$ cat config.mk
export PLATFORM = sky130hd
export DESIGN_NAME = rv_exec_core
export DESIGN_NICKNAME = d
export VERILOG_FILES = /design/src/rv_ctrl_pkg.sv /design/src/rv_isa_pkg.sv /design/src/rv_exec_core.sv /design/src/writeback_select.sv /design/src/shifter.sv /design/src/alu.sv /design/src/operand_stage.sv /design/src/reg_file.sv /design/src/decoder.sv
export SDC_FILE = /design/constraint.sdc
export NUM_CORES = 2
export LEC_CHECK = 0
export BUFFER_PORTS_ARGS = -buffer_cell sky130_fd_sc_hd__buf_2
export CORE_MARGIN = 2
export CORE_UTILIZATION = 25
export CTS_BUF_LIST = sky130_fd_sc_hd__clkbuf_16
export CTS_CLUSTER_DIAMETER = 40
export DETAILED_ROUTE_END_ITERATION = 6
export GPL_TIMING_DRIVEN = 0
export PLACE_DENSITY_LB_ADDON = 0.05
export SKIP_LAST_GASP = 1
export SYNTH_ARGS = -nofsm -noshare
export SYNTH_HDL_FRONTEND = slang
export SYNTH_HIERARCHICAL = 1
export SYNTH_SLANG_ARGS = --single-unit
$ cat constraint.sdc
create_clock -name clk -period 7.73 [get_ports clk]
set_clock_uncertainty 0.1 [all_clocks]
set_input_delay 0.773 -clock clk [delete_from_list [all_inputs] [get_ports clk]]
set_output_delay 0.773 -clock clk [all_outputs]
set_load 0.02 [all_outputs]
$ cat src/rv_ctrl_pkg.sv
package rv_ctrl_pkg;

  // Operation carried from decode to the execute units
  typedef enum logic [3:0] {
    ALU_NOP,
    ALU_ADD,
    ALU_SUB,
    ALU_SLL,
    ALU_SLT,
    ALU_SLTU,
    ALU_XOR,
    ALU_SRL,
    ALU_SRA,
    ALU_OR,
    ALU_AND
  } alu_op_e;

  // Unit whose result goes to writeback
  typedef enum logic [1:0] {
    EX_ERR_UNIT,
    EX_ALU_UNIT,
    EX_SHIFT_UNIT,
    EX_FORWARDER_UNIT
  } ex_unit_e;

endpackage : rv_ctrl_pkg

$ cat src/rv_isa_pkg.sv
package rv_isa_pkg;

  // Major opcodes kept by this slice
  typedef enum logic [6:0] {
    OP_R_TYPE = 7'b0110011,
    OP_I_TYPE = 7'b0010011,
    OP_LUI    = 7'b0110111
  } opcode_e;

  // Funct3, shared by OP and OP-IMM
  localparam logic [2:0] F3_ADD_SUB = 3'b000;
  localparam logic [2:0] F3_SLL     = 3'b001;
  localparam logic [2:0] F3_SLT     = 3'b010;
  localparam logic [2:0] F3_SLTU    = 3'b011;
  localparam logic [2:0] F3_XOR     = 3'b100;
  localparam logic [2:0] F3_SRL_SRA = 3'b101;
  localparam logic [2:0] F3_OR      = 3'b110;
  localparam logic [2:0] F3_AND     = 3'b111;

  // Funct7, base and alternate (SUB, SRA)
  localparam logic [6:0] F7_BASE = 7'b0000000;
  localparam logic [6:0] F7_ALT  = 7'b0100000;

  // Merged {funct7, funct3} for R-type
  localparam logic [9:0] FUNCT73_ADD  = {F7_BASE, F3_ADD_SUB};
  localparam logic [9:0] FUNCT73_SUB  = {F7_ALT, F3_ADD_SUB};
  localparam logic [9:0] FUNCT73_SLL  = {F7_BASE, F3_SLL};
  localparam logic [9:0] FUNCT73_SLT  = {F7_BASE, F3_SLT};
  localparam logic [9:0] FUNCT73_SLTU = {F7_BASE, F3_SLTU};
  localparam logic [9:0] FUNCT73_XOR  = {F7_BASE, F3_XOR};
  localparam logic [9:0] FUNCT73_SRL  = {F7_BASE, F3_SRL_SRA};
  localparam logic [9:0] FUNCT73_SRA  = {F7_ALT, F3_SRL_SRA};
  localparam logic [9:0] FUNCT73_OR   = {F7_BASE, F3_OR};
  localparam logic [9:0] FUNCT73_AND  = {F7_BASE, F3_AND};

  // Instruction field positions
  localparam int POS_OPCODE_HI = 6;
  localparam int POS_OPCODE_LO = 0;
  localparam int POS_RD_HI     = 11;
  localparam int POS_RD_LO     = 7;
  localparam int POS_FUNCT3_HI = 14;
  localparam int POS_FUNCT3_LO = 12;
  localparam int POS_RS1_HI    = 19;
  localparam int POS_RS1_LO    = 15;
  localparam int POS_RS2_HI    = 24;
  localparam int POS_RS2_LO    = 20;
  localparam int POS_FUNCT7_HI = 31;
  localparam int POS_FUNCT7_LO = 25;
  localparam int POS_IMM_HI    = 31;
  localparam int POS_IMM_LO    = 20;
  localparam int POS_SHAMT_HI  = 24;
  localparam int POS_SHAMT_LO  = 20;
  localparam int POS_IMM_UI_HI = 31;
  localparam int POS_IMM_UI_LO = 12;
  // Alternate bit inside funct7
  localparam int POS_ALT       = 30;

endpackage : rv_isa_pkg
$ cat src/rv_exec_core.sv
module rv_exec_core
  import rv_ctrl_pkg::*;
#(
  // 32 for RV32I, 16 for RV32E
  parameter int NUM_REGS = 32
) (
  input  logic        clk,
  input  logic        rst,
  input  logic        inst_valid,
  input  logic [31:0] inst,
  input  logic [31:0] pc_addr,
  output logic        wb_en,
  output logic [4:0]  wb_rd,
  output logic [31:0] wb_data,
  output logic        illegal_seen
);

  // Decode
  ex_unit_e    dec_unit;
  alu_op_e     dec_op;
  logic [31:0] dec_imm;
  logic        dec_imm_en;
  logic        dec_rs1_en;
  logic        dec_rs2_en;
  logic [4:0]  dec_rs1;
  logic [4:0]  dec_rs2;
  logic        dec_rd_en;
  logic [4:0]  dec_rd;
  logic        dec_illegal;
  logic [31:0] rdata_a;
  logic [31:0] rdata_b;

  // Execute
  logic        ex_valid;
  alu_op_e     ex_op;
  ex_unit_e    ex_unit;
  logic        ex_rd_en;
  logic [4:0]  ex_rd;
  logic        ex_illegal;
  logic [31:0] ex_a;
  logic [31:0] ex_b;
  logic [31:0] alu_result;
  logic [31:0] shift_result;
  logic [31:0] fwd_result;

  decoder #(.NUM_REGS(NUM_REGS)) u_decoder (
    .rst(rst), .inst_valid(inst_valid), .inst(inst), .pc_addr(pc_addr),
    .ex_unit(dec_unit), .op(dec_op), .imm(dec_imm), .imm_en(dec_imm_en),
    .rs1_en(dec_rs1_en), .rs2_en(dec_rs2_en), .rs1(dec_rs1), .rs2(dec_rs2),
    .rd_en(dec_rd_en), .rd(dec_rd), .illegal(dec_illegal)
  );

  // Written from the writeback register
  reg_file #(.NUM_REGS(NUM_REGS)) u_reg_file (
    .clk(clk), .rst(rst), .we(wb_en), .waddr(wb_rd), .wdata(wb_data),
    .raddr_a(dec_rs1), .raddr_b(dec_rs2), .rdata_a(rdata_a), .rdata_b(rdata_b)
  );

  operand_stage u_operand_stage (
    .clk(clk), .rst(rst), .inst_valid(inst_valid),
    .op(dec_op), .unit(dec_unit), .imm(dec_imm), .imm_en(dec_imm_en),
    .rs1_en(dec_rs1_en), .rs2_en(dec_rs2_en), .rs1(dec_rs1), .rs2(dec_rs2),
    .rd_en(dec_rd_en), .rd(dec_rd), .illegal(dec_illegal),
    .rdata_a(rdata_a), .rdata_b(rdata_b), .fwd_result(fwd_result),
    .wb_en(wb_en), .wb_rd(wb_rd), .wb_data(wb_data),
    .ex_valid(ex_valid), .ex_op(ex_op), .ex_unit(ex_unit), .ex_rd_en(ex_rd_en),
    .ex_rd(ex_rd), .ex_illegal(ex_illegal), .ex_a(ex_a), .ex_b(ex_b)
  );

  // Both units see every operation
  alu u_alu (.op(ex_op), .a(ex_a), .b(ex_b), .result(alu_result));

  shifter u_shifter (.op(ex_op), .a(ex_a), .shamt(ex_b[4:0]), .result(shift_result));

  writeback_select u_writeback_select (
    .clk(clk), .rst(rst), .ex_valid(ex_valid), .ex_unit(ex_unit),
    .ex_rd_en(ex_rd_en), .ex_rd(ex_rd), .ex_illegal(ex_illegal),
    .alu_result(alu_result), .shift_result(shift_result), .ex_b(ex_b),
    .fwd_result(fwd_result), .wb_en(wb_en), .wb_rd(wb_rd), .wb_data(wb_data),
    .illegal_seen(illegal_seen)
  );

endmodule : rv_exec_core

$ cat src/writeback_select.sv
module writeback_select
  import rv_ctrl_pkg::*;
(
  input  logic        clk,
  input  logic        rst,
  input  logic        ex_valid,
  input  ex_unit_e    ex_unit,
  input  logic        ex_rd_en,
  input  logic [4:0]  ex_rd,
  input  logic        ex_illegal,
  input  logic [31:0] alu_result,
  input  logic [31:0] shift_result,
  input  logic [31:0] ex_b,
  output logic [31:0] fwd_result,
  output logic        wb_en,
  output logic [4:0]  wb_rd,
  output logic [31:0] wb_data,
  output logic        illegal_seen
);

  // Execute-stage result, also the first bypass source
  always_comb begin
    case (ex_unit)
      EX_ALU_UNIT:       fwd_result = alu_result;
      EX_SHIFT_UNIT:     fwd_result = shift_result;
      // LUI immediate rides on operand b
      EX_FORWARDER_UNIT: fwd_result = ex_b;
      default:           fwd_result = '0;
    endcase
  end

  always_ff @(posedge clk) begin
    if (rst) begin
      wb_en        <= 1'b0;
      wb_rd        <= '0;
      wb_data      <= '0;
      illegal_seen <= 1'b0;
    end else begin
      // One-cycle pulses
      wb_en        <= ex_valid && ex_rd_en;
      illegal_seen <= ex_valid && ex_illegal;
      // Hold last write when idle
      if (ex_valid && ex_rd_en) begin
        wb_rd   <= ex_rd;
        wb_data <= fwd_result;
      end
    end
  end

endmodule : writeback_select

$ cat src/shifter.sv
module shifter
  import rv_ctrl_pkg::*;
(
  input  alu_op_e     op,
  input  logic [31:0] a,
  input  logic [4:0]  shamt,
  output logic [31:0] result
);

  logic        right;
  logic        fill;
  logic [31:0] stage [6];

  assign right = (op == ALU_SRL) || (op == ALU_SRA);
  // Sign fill only for arithmetic right
  assign fill  = (op == ALU_SRA) && a[31];

  // Left shift runs through the right shifter bit-reversed
  assign stage[0] = right ? a : {<<{a}};

  // Five stages of 1, 2, 4, 8 and 16 bits
  for (genvar i = 0; i < 5; i++) begin : g_stage
    localparam int STEP = 1 << i;
    assign stage[i+1] = shamt[i] ? {{STEP{fill}}, stage[i][31:STEP]} : stage[i];
  end

  always_comb begin
    case (op)
      ALU_SLL:          result = {<<{stage[5]}};
      ALU_SRL, ALU_SRA: result = stage[5];
      default:          result = '0;
    endcase
  end

endmodule : shifter

$ cat src/alu.sv
module alu
  import rv_ctrl_pkg::*;
(
  input  alu_op_e     op,
  input  logic [31:0] a,
  input  logic [31:0] b,
  output logic [31:0] result
);

  logic        lt_signed;
  logic        lt_unsigned;
  logic [31:0] sum;
  logic [31:0] diff;

  assign sum         = a + b;
  assign diff        = a - b;
  assign lt_signed   = $signed(a) < $signed(b);
  assign lt_unsigned = a < b;

  always_comb begin
    case (op)
      ALU_ADD:  result = sum;
      ALU_SUB:  result = diff;
      // Compares give 0 or 1
      ALU_SLT:  result = {31'b0, lt_signed};
      ALU_SLTU: result = {31'b0, lt_unsigned};
      ALU_XOR:  result = a ^ b;
      ALU_OR:   result = a | b;
      ALU_AND:  result = a & b;
      // Shifts and NOP belong elsewhere
      default:  result = '0;
    endcase
  end

endmodule : alu

$ cat src/operand_stage.sv
module operand_stage
  import rv_ctrl_pkg::*;
(
  input  logic        clk,
  input  logic        rst,
  input  logic        inst_valid,
  // Decoder outputs
  input  alu_op_e     op,
  input  ex_unit_e    unit,
  input  logic [31:0] imm,
  input  logic        imm_en,
  input  logic        rs1_en,
  input  logic        rs2_en,
  input  logic [4:0]  rs1,
  input  logic [4:0]  rs2,
  input  logic        rd_en,
  input  logic [4:0]  rd,
  input  logic        illegal,
  // Register file and bypass sources
  input  logic [31:0] rdata_a,
  input  logic [31:0] rdata_b,
  input  logic [31:0] fwd_result,
  input  logic        wb_en,
  input  logic [4:0]  wb_rd,
  input  logic [31:0] wb_data,
  output logic        ex_valid,
  output alu_op_e     ex_op,
  output ex_unit_e    ex_unit,
  output logic        ex_rd_en,
  output logic [4:0]  ex_rd,
  output logic        ex_illegal,
  output logic [31:0] ex_a,
  output logic [31:0] ex_b
);

  logic [31:0] opnd_a;
  logic [31:0] opnd_b;

  // Newest producer wins: execute, then writeback, then register file
  function automatic logic [31:0] bypass(input logic [4:0] idx, input logic [31:0] rf_data);
    if (idx == '0) begin
      return '0;
    end else if (ex_valid && ex_rd_en && ex_rd == idx) begin
      return fwd_result;
    end else if (wb_en && wb_rd == idx) begin
      return wb_data;
    end
    return rf_data;
  endfunction

  assign opnd_a = rs1_en ? bypass(rs1, rdata_a) : '0;
  // Immediate replaces rs2 for OP-IMM and LUI
  assign opnd_b = imm_en ? imm : (rs2_en ? bypass(rs2, rdata_b) : '0);

  always_ff @(posedge clk) begin
    if (rst) begin
      ex_valid   <= 1'b0;
      ex_op      <= ALU_NOP;
      ex_unit    <= EX_ERR_UNIT;
      ex_rd_en   <= 1'b0;
      ex_rd      <= '0;
      ex_illegal <= 1'b0;
    end else begin
      // Decoder fields are already clear on idle cycles
      ex_valid   <= inst_valid;
      ex_op      <= op;
      ex_unit    <= unit;
      ex_rd_en   <= rd_en;
      ex_rd      <= rd;
      ex_illegal <= illegal;
    end
  end

  // Operands only move on issue
  always_ff @(posedge clk) begin
    if (inst_valid) begin
      ex_a <= opnd_a;
      ex_b <= opnd_b;
    end
  end

endmodule : operand_stage

$ cat src/reg_file.sv
module reg_file #(
  parameter int NUM_REGS = 32
) (
  input  logic        clk,
  input  logic        rst,
  input  logic        we,
  input  logic [4:0]  waddr,
  input  logic [31:0] wdata,
  input  logic [4:0]  raddr_a,
  input  logic [4:0]  raddr_b,
  output logic [31:0] rdata_a,
  output logic [31:0] rdata_b
);

  // Index bits actually decoded; the decoder rejects larger indices
  localparam int AW = $clog2(NUM_REGS);

  logic [31:0] regs [NUM_REGS];

  always_ff @(posedge clk) begin
    if (rst) begin
      for (int i = 0; i < NUM_REGS; i++) begin
        regs[i] <= '0;
      end
    end else if (we && waddr != '0) begin
      regs[waddr[AW-1:0]] <= wdata;
    end
  end

  // Combinational reads, x0 pinned to zero
  assign rdata_a = (raddr_a == '0) ? '0 : regs[raddr_a[AW-1:0]];
  assign rdata_b = (raddr_b == '0) ? '0 : regs[raddr_b[AW-1:0]];

endmodule : reg_file

$ cat src/decoder.sv
module decoder
  import rv_isa_pkg::*, rv_ctrl_pkg::*;
#(
  parameter int NUM_REGS = 32
) (
  input  logic        rst,
  input  logic        inst_valid,
  input  logic [31:0] inst,
  // Carried for AUIPC and jumps, not decoded in this slice
  input  logic [31:0] pc_addr,
  output ex_unit_e    ex_unit,
  output alu_op_e     op,
  output logic [31:0] imm,
  output logic        imm_en,
  output logic        rs1_en,
  output logic        rs2_en,
  output logic [4:0]  rs1,
  output logic [4:0]  rs2,
  output logic        rd_en,
  output logic [4:0]  rd,
  output logic        illegal
);

  logic       issue;
  logic       bad;
  opcode_e    opcode;
  logic [2:0] funct3;
  logic [6:0] funct7;
  logic [4:0] shamt;

  assign issue  = inst_valid && !rst;
  assign opcode = opcode_e'(inst[POS_OPCODE_HI:POS_OPCODE_LO]);
  assign funct3 = inst[POS_FUNCT3_HI:POS_FUNCT3_LO];
  assign funct7 = inst[POS_FUNCT7_HI:POS_FUNCT7_LO];
  assign shamt  = inst[POS_SHAMT_HI:POS_SHAMT_LO];

  always_comb begin
    // Clean outputs first
    ex_unit = EX_ERR_UNIT;
    op      = ALU_NOP;
    imm     = '0;
    imm_en  = 1'b0;
    rs1_en  = 1'b0;
    rs2_en  = 1'b0;
    rs1     = '0;
    rs2     = '0;
    rd_en   = 1'b0;
    rd      = '0;
    bad     = 1'b0;

    case (opcode)
      OP_R_TYPE: begin
        ex_unit = EX_ALU_UNIT;
        rs1_en  = 1'b1;
        rs2_en  = 1'b1;
        rs1     = inst[POS_RS1_HI:POS_RS1_LO];
        rs2     = inst[POS_RS2_HI:POS_RS2_LO];
        rd_en   = 1'b1;
        rd      = inst[POS_RD_HI:POS_RD_LO];
        case ({funct7, funct3})
          FUNCT73_ADD:  op = ALU_ADD;
          FUNCT73_SUB:  op = ALU_SUB;
          FUNCT73_SLT:  op = ALU_SLT;
          FUNCT73_SLTU: op = ALU_SLTU;
          FUNCT73_XOR:  op = ALU_XOR;
          FUNCT73_OR:   op = ALU_OR;
          FUNCT73_AND:  op = ALU_AND;
          // Register shifts use the low five bits of rs2
          FUNCT73_SLL: begin
            op      = ALU_SLL;
            ex_unit = EX_SHIFT_UNIT;
          end
          FUNCT73_SRL: begin
            op      = ALU_SRL;
            ex_unit = EX_SHIFT_UNIT;
          end
          FUNCT73_SRA: begin
            op      = ALU_SRA;
            ex_unit = EX_SHIFT_UNIT;
          end
          default: bad = 1'b1;
        endcase
      end

      OP_I_TYPE: begin
        ex_unit = EX_ALU_UNIT;
        // Sign-extended 12-bit immediate
        imm     = {{20{inst[POS_IMM_HI]}}, inst[POS_IMM_HI:POS_IMM_LO]};
        imm_en  = 1'b1;
        rs1_en  = 1'b1;
        rs1     = inst[POS_RS1_HI:POS_RS1_LO];
        rd_en   = 1'b1;
        rd      = inst[POS_RD_HI:POS_RD_LO];
        case (funct3)
          F3_ADD_SUB: op = ALU_ADD;
          F3_SLT:     op = ALU_SLT;
          F3_SLTU:    op = ALU_SLTU;
          F3_XOR:     op = ALU_XOR;
          F3_OR:      op = ALU_OR;
          F3_AND:     op = ALU_AND;
          F3_SLL: begin
            ex_unit = EX_SHIFT_UNIT;
            op      = ALU_SLL;
            imm     = {27'b0, shamt};
            bad     = (funct7 != F7_BASE);
          end
          F3_SRL_SRA: begin
            ex_unit = EX_SHIFT_UNIT;
            // Bit 30 picks arithmetic
            op      = inst[POS_ALT] ? ALU_SRA : ALU_SRL;
            imm     = {27'b0, shamt};
            bad     = (funct7 != F7_BASE) && (funct7 != F7_ALT);
          end
          default: bad = 1'b1;
        endcase
      end

      OP_LUI: begin
        ex_unit = EX_FORWARDER_UNIT;
        // Upper 20 bits, low 12 zero
        imm     = {inst[POS_IMM_UI_HI:POS_IMM_UI_LO], 12'b0};
        imm_en  = 1'b1;
        rd_en   = 1'b1;
        rd      = inst[POS_RD_HI:POS_RD_LO];
      end

      default: bad = 1'b1;
    endcase

    // Indices beyond the register file, e.g. x16 and up on RV32E
    if ((rs1_en && rs1 >= NUM_REGS) || (rs2_en && rs2 >= NUM_REGS) ||
        (rd_en && rd >= NUM_REGS)) begin
      bad = 1'b1;
    end

    // x0 is never written
    if (rd == '0) begin
      rd_en = 1'b0;
    end

    illegal = issue && bad;

    // Nothing leaves the decoder for an idle slot or a bad word
    if (!issue || bad) begin
      ex_unit = EX_ERR_UNIT;
      op      = ALU_NOP;
      imm     = '0;
      imm_en  = 1'b0;
      rs1_en  = 1'b0;
      rs2_en  = 1'b0;
      rs1     = '0;
      rs2     = '0;
      rd_en   = 1'b0;
      rd      = '0;
    end
  end

endmodule : decoder

==> results.txt <==
----------------------------------------------------
[Clock tree]
  Clock-pin slew on the worst setup and hold paths ... 0.05 ns
  Clock tree buffer depth ... 4
  Later-pin clock latency in the skew report ... 0.86 ns
  Number of CTS-inserted buffers ... 269
  TritonCTS clock tree ... yes
  Root cell of the clock tree ... clkbuf_16
  Number of sinks on the clock net ... 1,141
  H-tree Lvls ... 5

[GRT]
  Sum of overflow across all layers after global routing ... 0
  Number of antenna violations at the first check in global routing ... 39
  Maximum number of pins on one net before global-route repair ... 67
  Vias in the first global route ... 53,400
  Wire length of the first global-routing pass ... slightly above 500,000 um
  Total track usage ... 0.270

[Floorplan]
  Effective utilization at floorplan ... 0.251
  Full die area ... 285,000 um2
  Ports placed on the boundary ... 106
  Row cnt ... 194
  Core ar. ... 279,000 um2
  Die X-Extent ... 534 um
  Vertical die dimension ... 534 um

[Synth]
  Primary flip-flop cell chosen by synthesis mapping ... edfxtp_1
  Area of the mapped netlist ... 70,200 um2
  Portion of synthesized cell area occupied by the leading cell type ... 0.465
  Post-synthesis cell count ... 5,522
  Asr flop ratio synth ... 0
  Library cell with the largest summed area after synthesis ... edfxtp_1
  Commonest cells post-synth ... edfxtp_1, and2_1, mux4_2
  Count of cell types in the netlist ... 102
  Number of warnings reported in the yosys synthesis log ... 6
  Mean area per synthesized cell ... 12.7 um2
  Number of flops mapped to enable cells by yosys ... roughly 1,100
  Post-synthesis sequential element count ... ~1,100
  Most common cell in the netlist ... edfxtp_1
  Fraction of the yosys area taken by sequential cells ... 0.480
  Leading post-synthesis cells by cell area ... edfxtp_1, mux4_2, and2_1, mux2i_1, clkbuf_1

[Worst hold path]
  Worst Hold End ... u_operand_stage/ex_rd[1]
  Startpoint of the tightest hold check path ... inst[8]
  Number of cells on the worst hold path ... 4
  Worst hold path class ... input port to register

[Outcome]
  Violated checks ... max-capacitance violations, max-slew violations, negative setup slack
  Outcome ... complete, but fails checks

[Final layout]
  Area growth from synthesis to layout ... 20.8%
  Multi-input combinational cell area ... around 34,000 um2
  Register area ... 33,700 um2
  Filler cell count ... 28,300
  Number of standard cells in the final layout excluding fillers ... 9,863
  Nets@finish ... 6,081
  Ratio of cells with drive above 1 in the final layout ... 0.232
  Cell area after layout ... between 80,000 and 90,000 um2

[Worst setup path]
  Crit path arrival time ... ~8.3 ns
  Crit Path Class ... input port to register
  CP most frequent cell ... buf_2
  Peak per-stage delay on the critical path ... just over 0.8 ns
  Worst Path Max Fanout ... between 60 and 70
  Reg-to-reg setup timing slack ... 1.42 ns
  Worst r2r path cells ... 16
  Critical path endpoint category ... register
  Kind of cell adding the most delay to the critical path ... simple AND/OR/NAND/NOR gates
  Buffers & Inverters on Critical Path ... 5
  Endpoint required time on the critical path ... 8.20 ns
  CP Launch Type ... input port
  Critical-path cell list ... buf_6 -> nand2b_1 -> or4_1 -> or2_2 -> nand2b_1 -> nor3b_2 -> buf_2 -> buf_2 -> buf_2 -> nand3_1 -> clkbuf_1 -> o22ai_1 -> nor3_2 -> mux2i_1 -> a211oi_2
  Capture instance of the worst register-to-register path ... u_operand_stage/ex_b[26]
  Startpoint of the most critical register-to-register path ... u_operand_stage/ex_a[13]
  Slowest cell on the critical path ... o22ai_1

[Pwr]
  Power per unit of standard cell area ... 227 nW/um2
  Share of total power in the clock network ... 0.580
  Power, Total ... 19.3 mW
  Share of total power consumed by net switching ... 0.242
  Share of total power in combinational logic ... 0.050
  Share of power burned in registers ... 0.370
  Leakage dissipation ... 28.8 nW
  Worst IR Drop VDD ... 0.134 mV
  Internal power ... 14.6 mW
  Total net switching power ... 4.65 mW

[Routing]
  Count of vias placed by the detailed router ... 53,700
  Mean routed wirelength per cell ... about 40 um
  DRT iter0 DRCs ... 6,091
  Per-cell via count in the routed design ... 5.45
  Remaining DRCs ... 0
  Sum of routed wire length over all layers ... 395,000 um
  Antenna-violating nets left ... 0
  Drt pass-1 iters ... 7

[Timing]
  Maximum clock rate ... 127 MHz
  Total negative setup slack ... -0.174 ns
  Post-route setup slack ... -0.119 ns
  Final hold vios ... 0
  Final critical delay including setup and external delays ... 7.85 ns
  Worst rel slew slack ... -0.0584
  Number of pins exceeding their max-slew limit in the final report ... 23
  Fin crit share ... 1.02
  Tightest Pin Transition ... 1.59 ns
  Setup repair after global routing missed its margin ... false
  Count of final setup violators ... 2

[Placed design]
  Worst setup slack before clock tree synthesis ... -2.10 ns
  Placed Instance Area ... 75,800 um2
  I/O Buffers ... 71
  Detailed-placement wirelength estimate ... 283,000 um
  Global placement routability congestion ... 0.925
  Number of placed instances, taps included ... 9,369

[Flow run]
  Maximum capacitance violations ... 3

----------------------------------------------------
-- power by group through the flow --
stage | clock network, mW | registers, mW | logic (mW)
final | 11.2 | 7.13 | 0.961
after detailed placement | 0 | 7.24 | 0.949
after floorplan | 0 | 7.16 | 0.554
after global routing | 11.6 | 7.14 | 1.00
after CTS | 11.4 | 7.13 | 0.958
after global placement | 0 | 7.24 | 0.939
-- through the flow --
stage,util,hold slack (ns)
floorplan,-,0.295
global placement,0.270,0.321
detailed placement,0.271,0.310
CTS,0.303,0.214
global route,0.304,0.253
finish,0.304,0.279
-- layer usage --
| metal | track usage | part of all wire |
|---|---|---|
| met5 | 0 | 0.00010 |
| met4 | 0.146 | 0.061 |
| met3 | 0.0397 | 0.058 |
| met2 | 0.437 | 0.47 |
| met1 | 0.346 | 0.42 |
-- timing repair --
action | in CTS | in global routing
buffers inserted | 2 | 0
endpoints found under the setup margin | 47 | 11
pin swaps | 0 | 0
hold buffers | 0 | 0
resized for setup | 40 | 14
-- cells by family after synthesis --
group / share of synthesized area
AOI/OAI and AO/OA: 0.109
xor gates and xnor gates: 0.00262
adders and majority gates: 0.0180
other: 0.0000534
and+or+nand+nor: 0.144
DFF: 0.480
buffers and inverters: 0.0446
muxes: 0.202
-- placed cells by master (no fill, tap or decap), types with 29 or more instances in the layout --
master and n:
a211oi_1 53, a211oi_2 32, a21oi_1 161, a22o_1 90, a22oi_1 29, and2_1 1018, buf_2 140, buf_4 47
buf_6 41, clkbuf_1 349, clkbuf_16 274, clkinv_1 42, clkinv_2 40, conb_1 32, dfxtp_1 52, edfxtp_1 1088
ha_1 98, inv_1 141, mux2_2 43, mux2_4 30, mux2i_1 208, mux4_2 495, nand2_1 173, nand3_1 35
nor2_1 210, nor2b_1 56, nor3_1 69, o211ai_1 36, o21a_1 68, o21ai_0 142, o221ai_1 48, o22ai_1 127
-- final cells by class --
cell class,count,area share
sequential,1141,0.397
multi-input combinational,3741,0.398
tap,3724,0.0549
clock buffer,274,0.0808
buffer,551,0.0323
inverter,116,0.00514
antenna,15,0.000442
clock inverter,207,0.0225
timing repair buffer,94,0.00809
-- sequential cells by signal (all words and copies together) (netlist names) --
register,flops
u_operand_stage/ex_rd,5
u_operand_stage/ex_unit,2
u_writeback_select/wb_rd,5
u_writeback_select/illegal_seen,1
u_operand_stage/ex_valid,1
u_operand_stage/ex_illegal,1
u_operand_stage/ex_rd_en,1
u_operand_stage/ex_op,4
u_operand_stage/ex_b,32
u_operand_stage/ex_a,32
u_writeback_select/wb_data,32
u_writeback_select/wb_en,1
u_reg_file/regs,1024
-- worst min-delay path: cells and delay by family --
kind / cells / cell delay [ns]
buf+inv: 2 / 0.21
simple gates: 2 / 0.16
-- how the worst max path moves through the flow --
stage / depth (start not counted) / to / from
4_1_cts: 15 / u_operand_stage/ex_b[18] / inst_valid
3_3_place_gp: 15 / u_operand_stage/ex_b[15] / inst_valid
6_report: 15 / u_operand_stage/ex_a[15] / inst_valid
2_1_floorplan: 14 / u_operand_stage/ex_a[10] / rst
5_1_grt: 15 / u_operand_stage/ex_a[17] / inst_valid
3_5_place_dp: 15 / u_operand_stage/ex_b[18] / inst_valid
No activity file was read; power rests on OpenSTA's default activity.
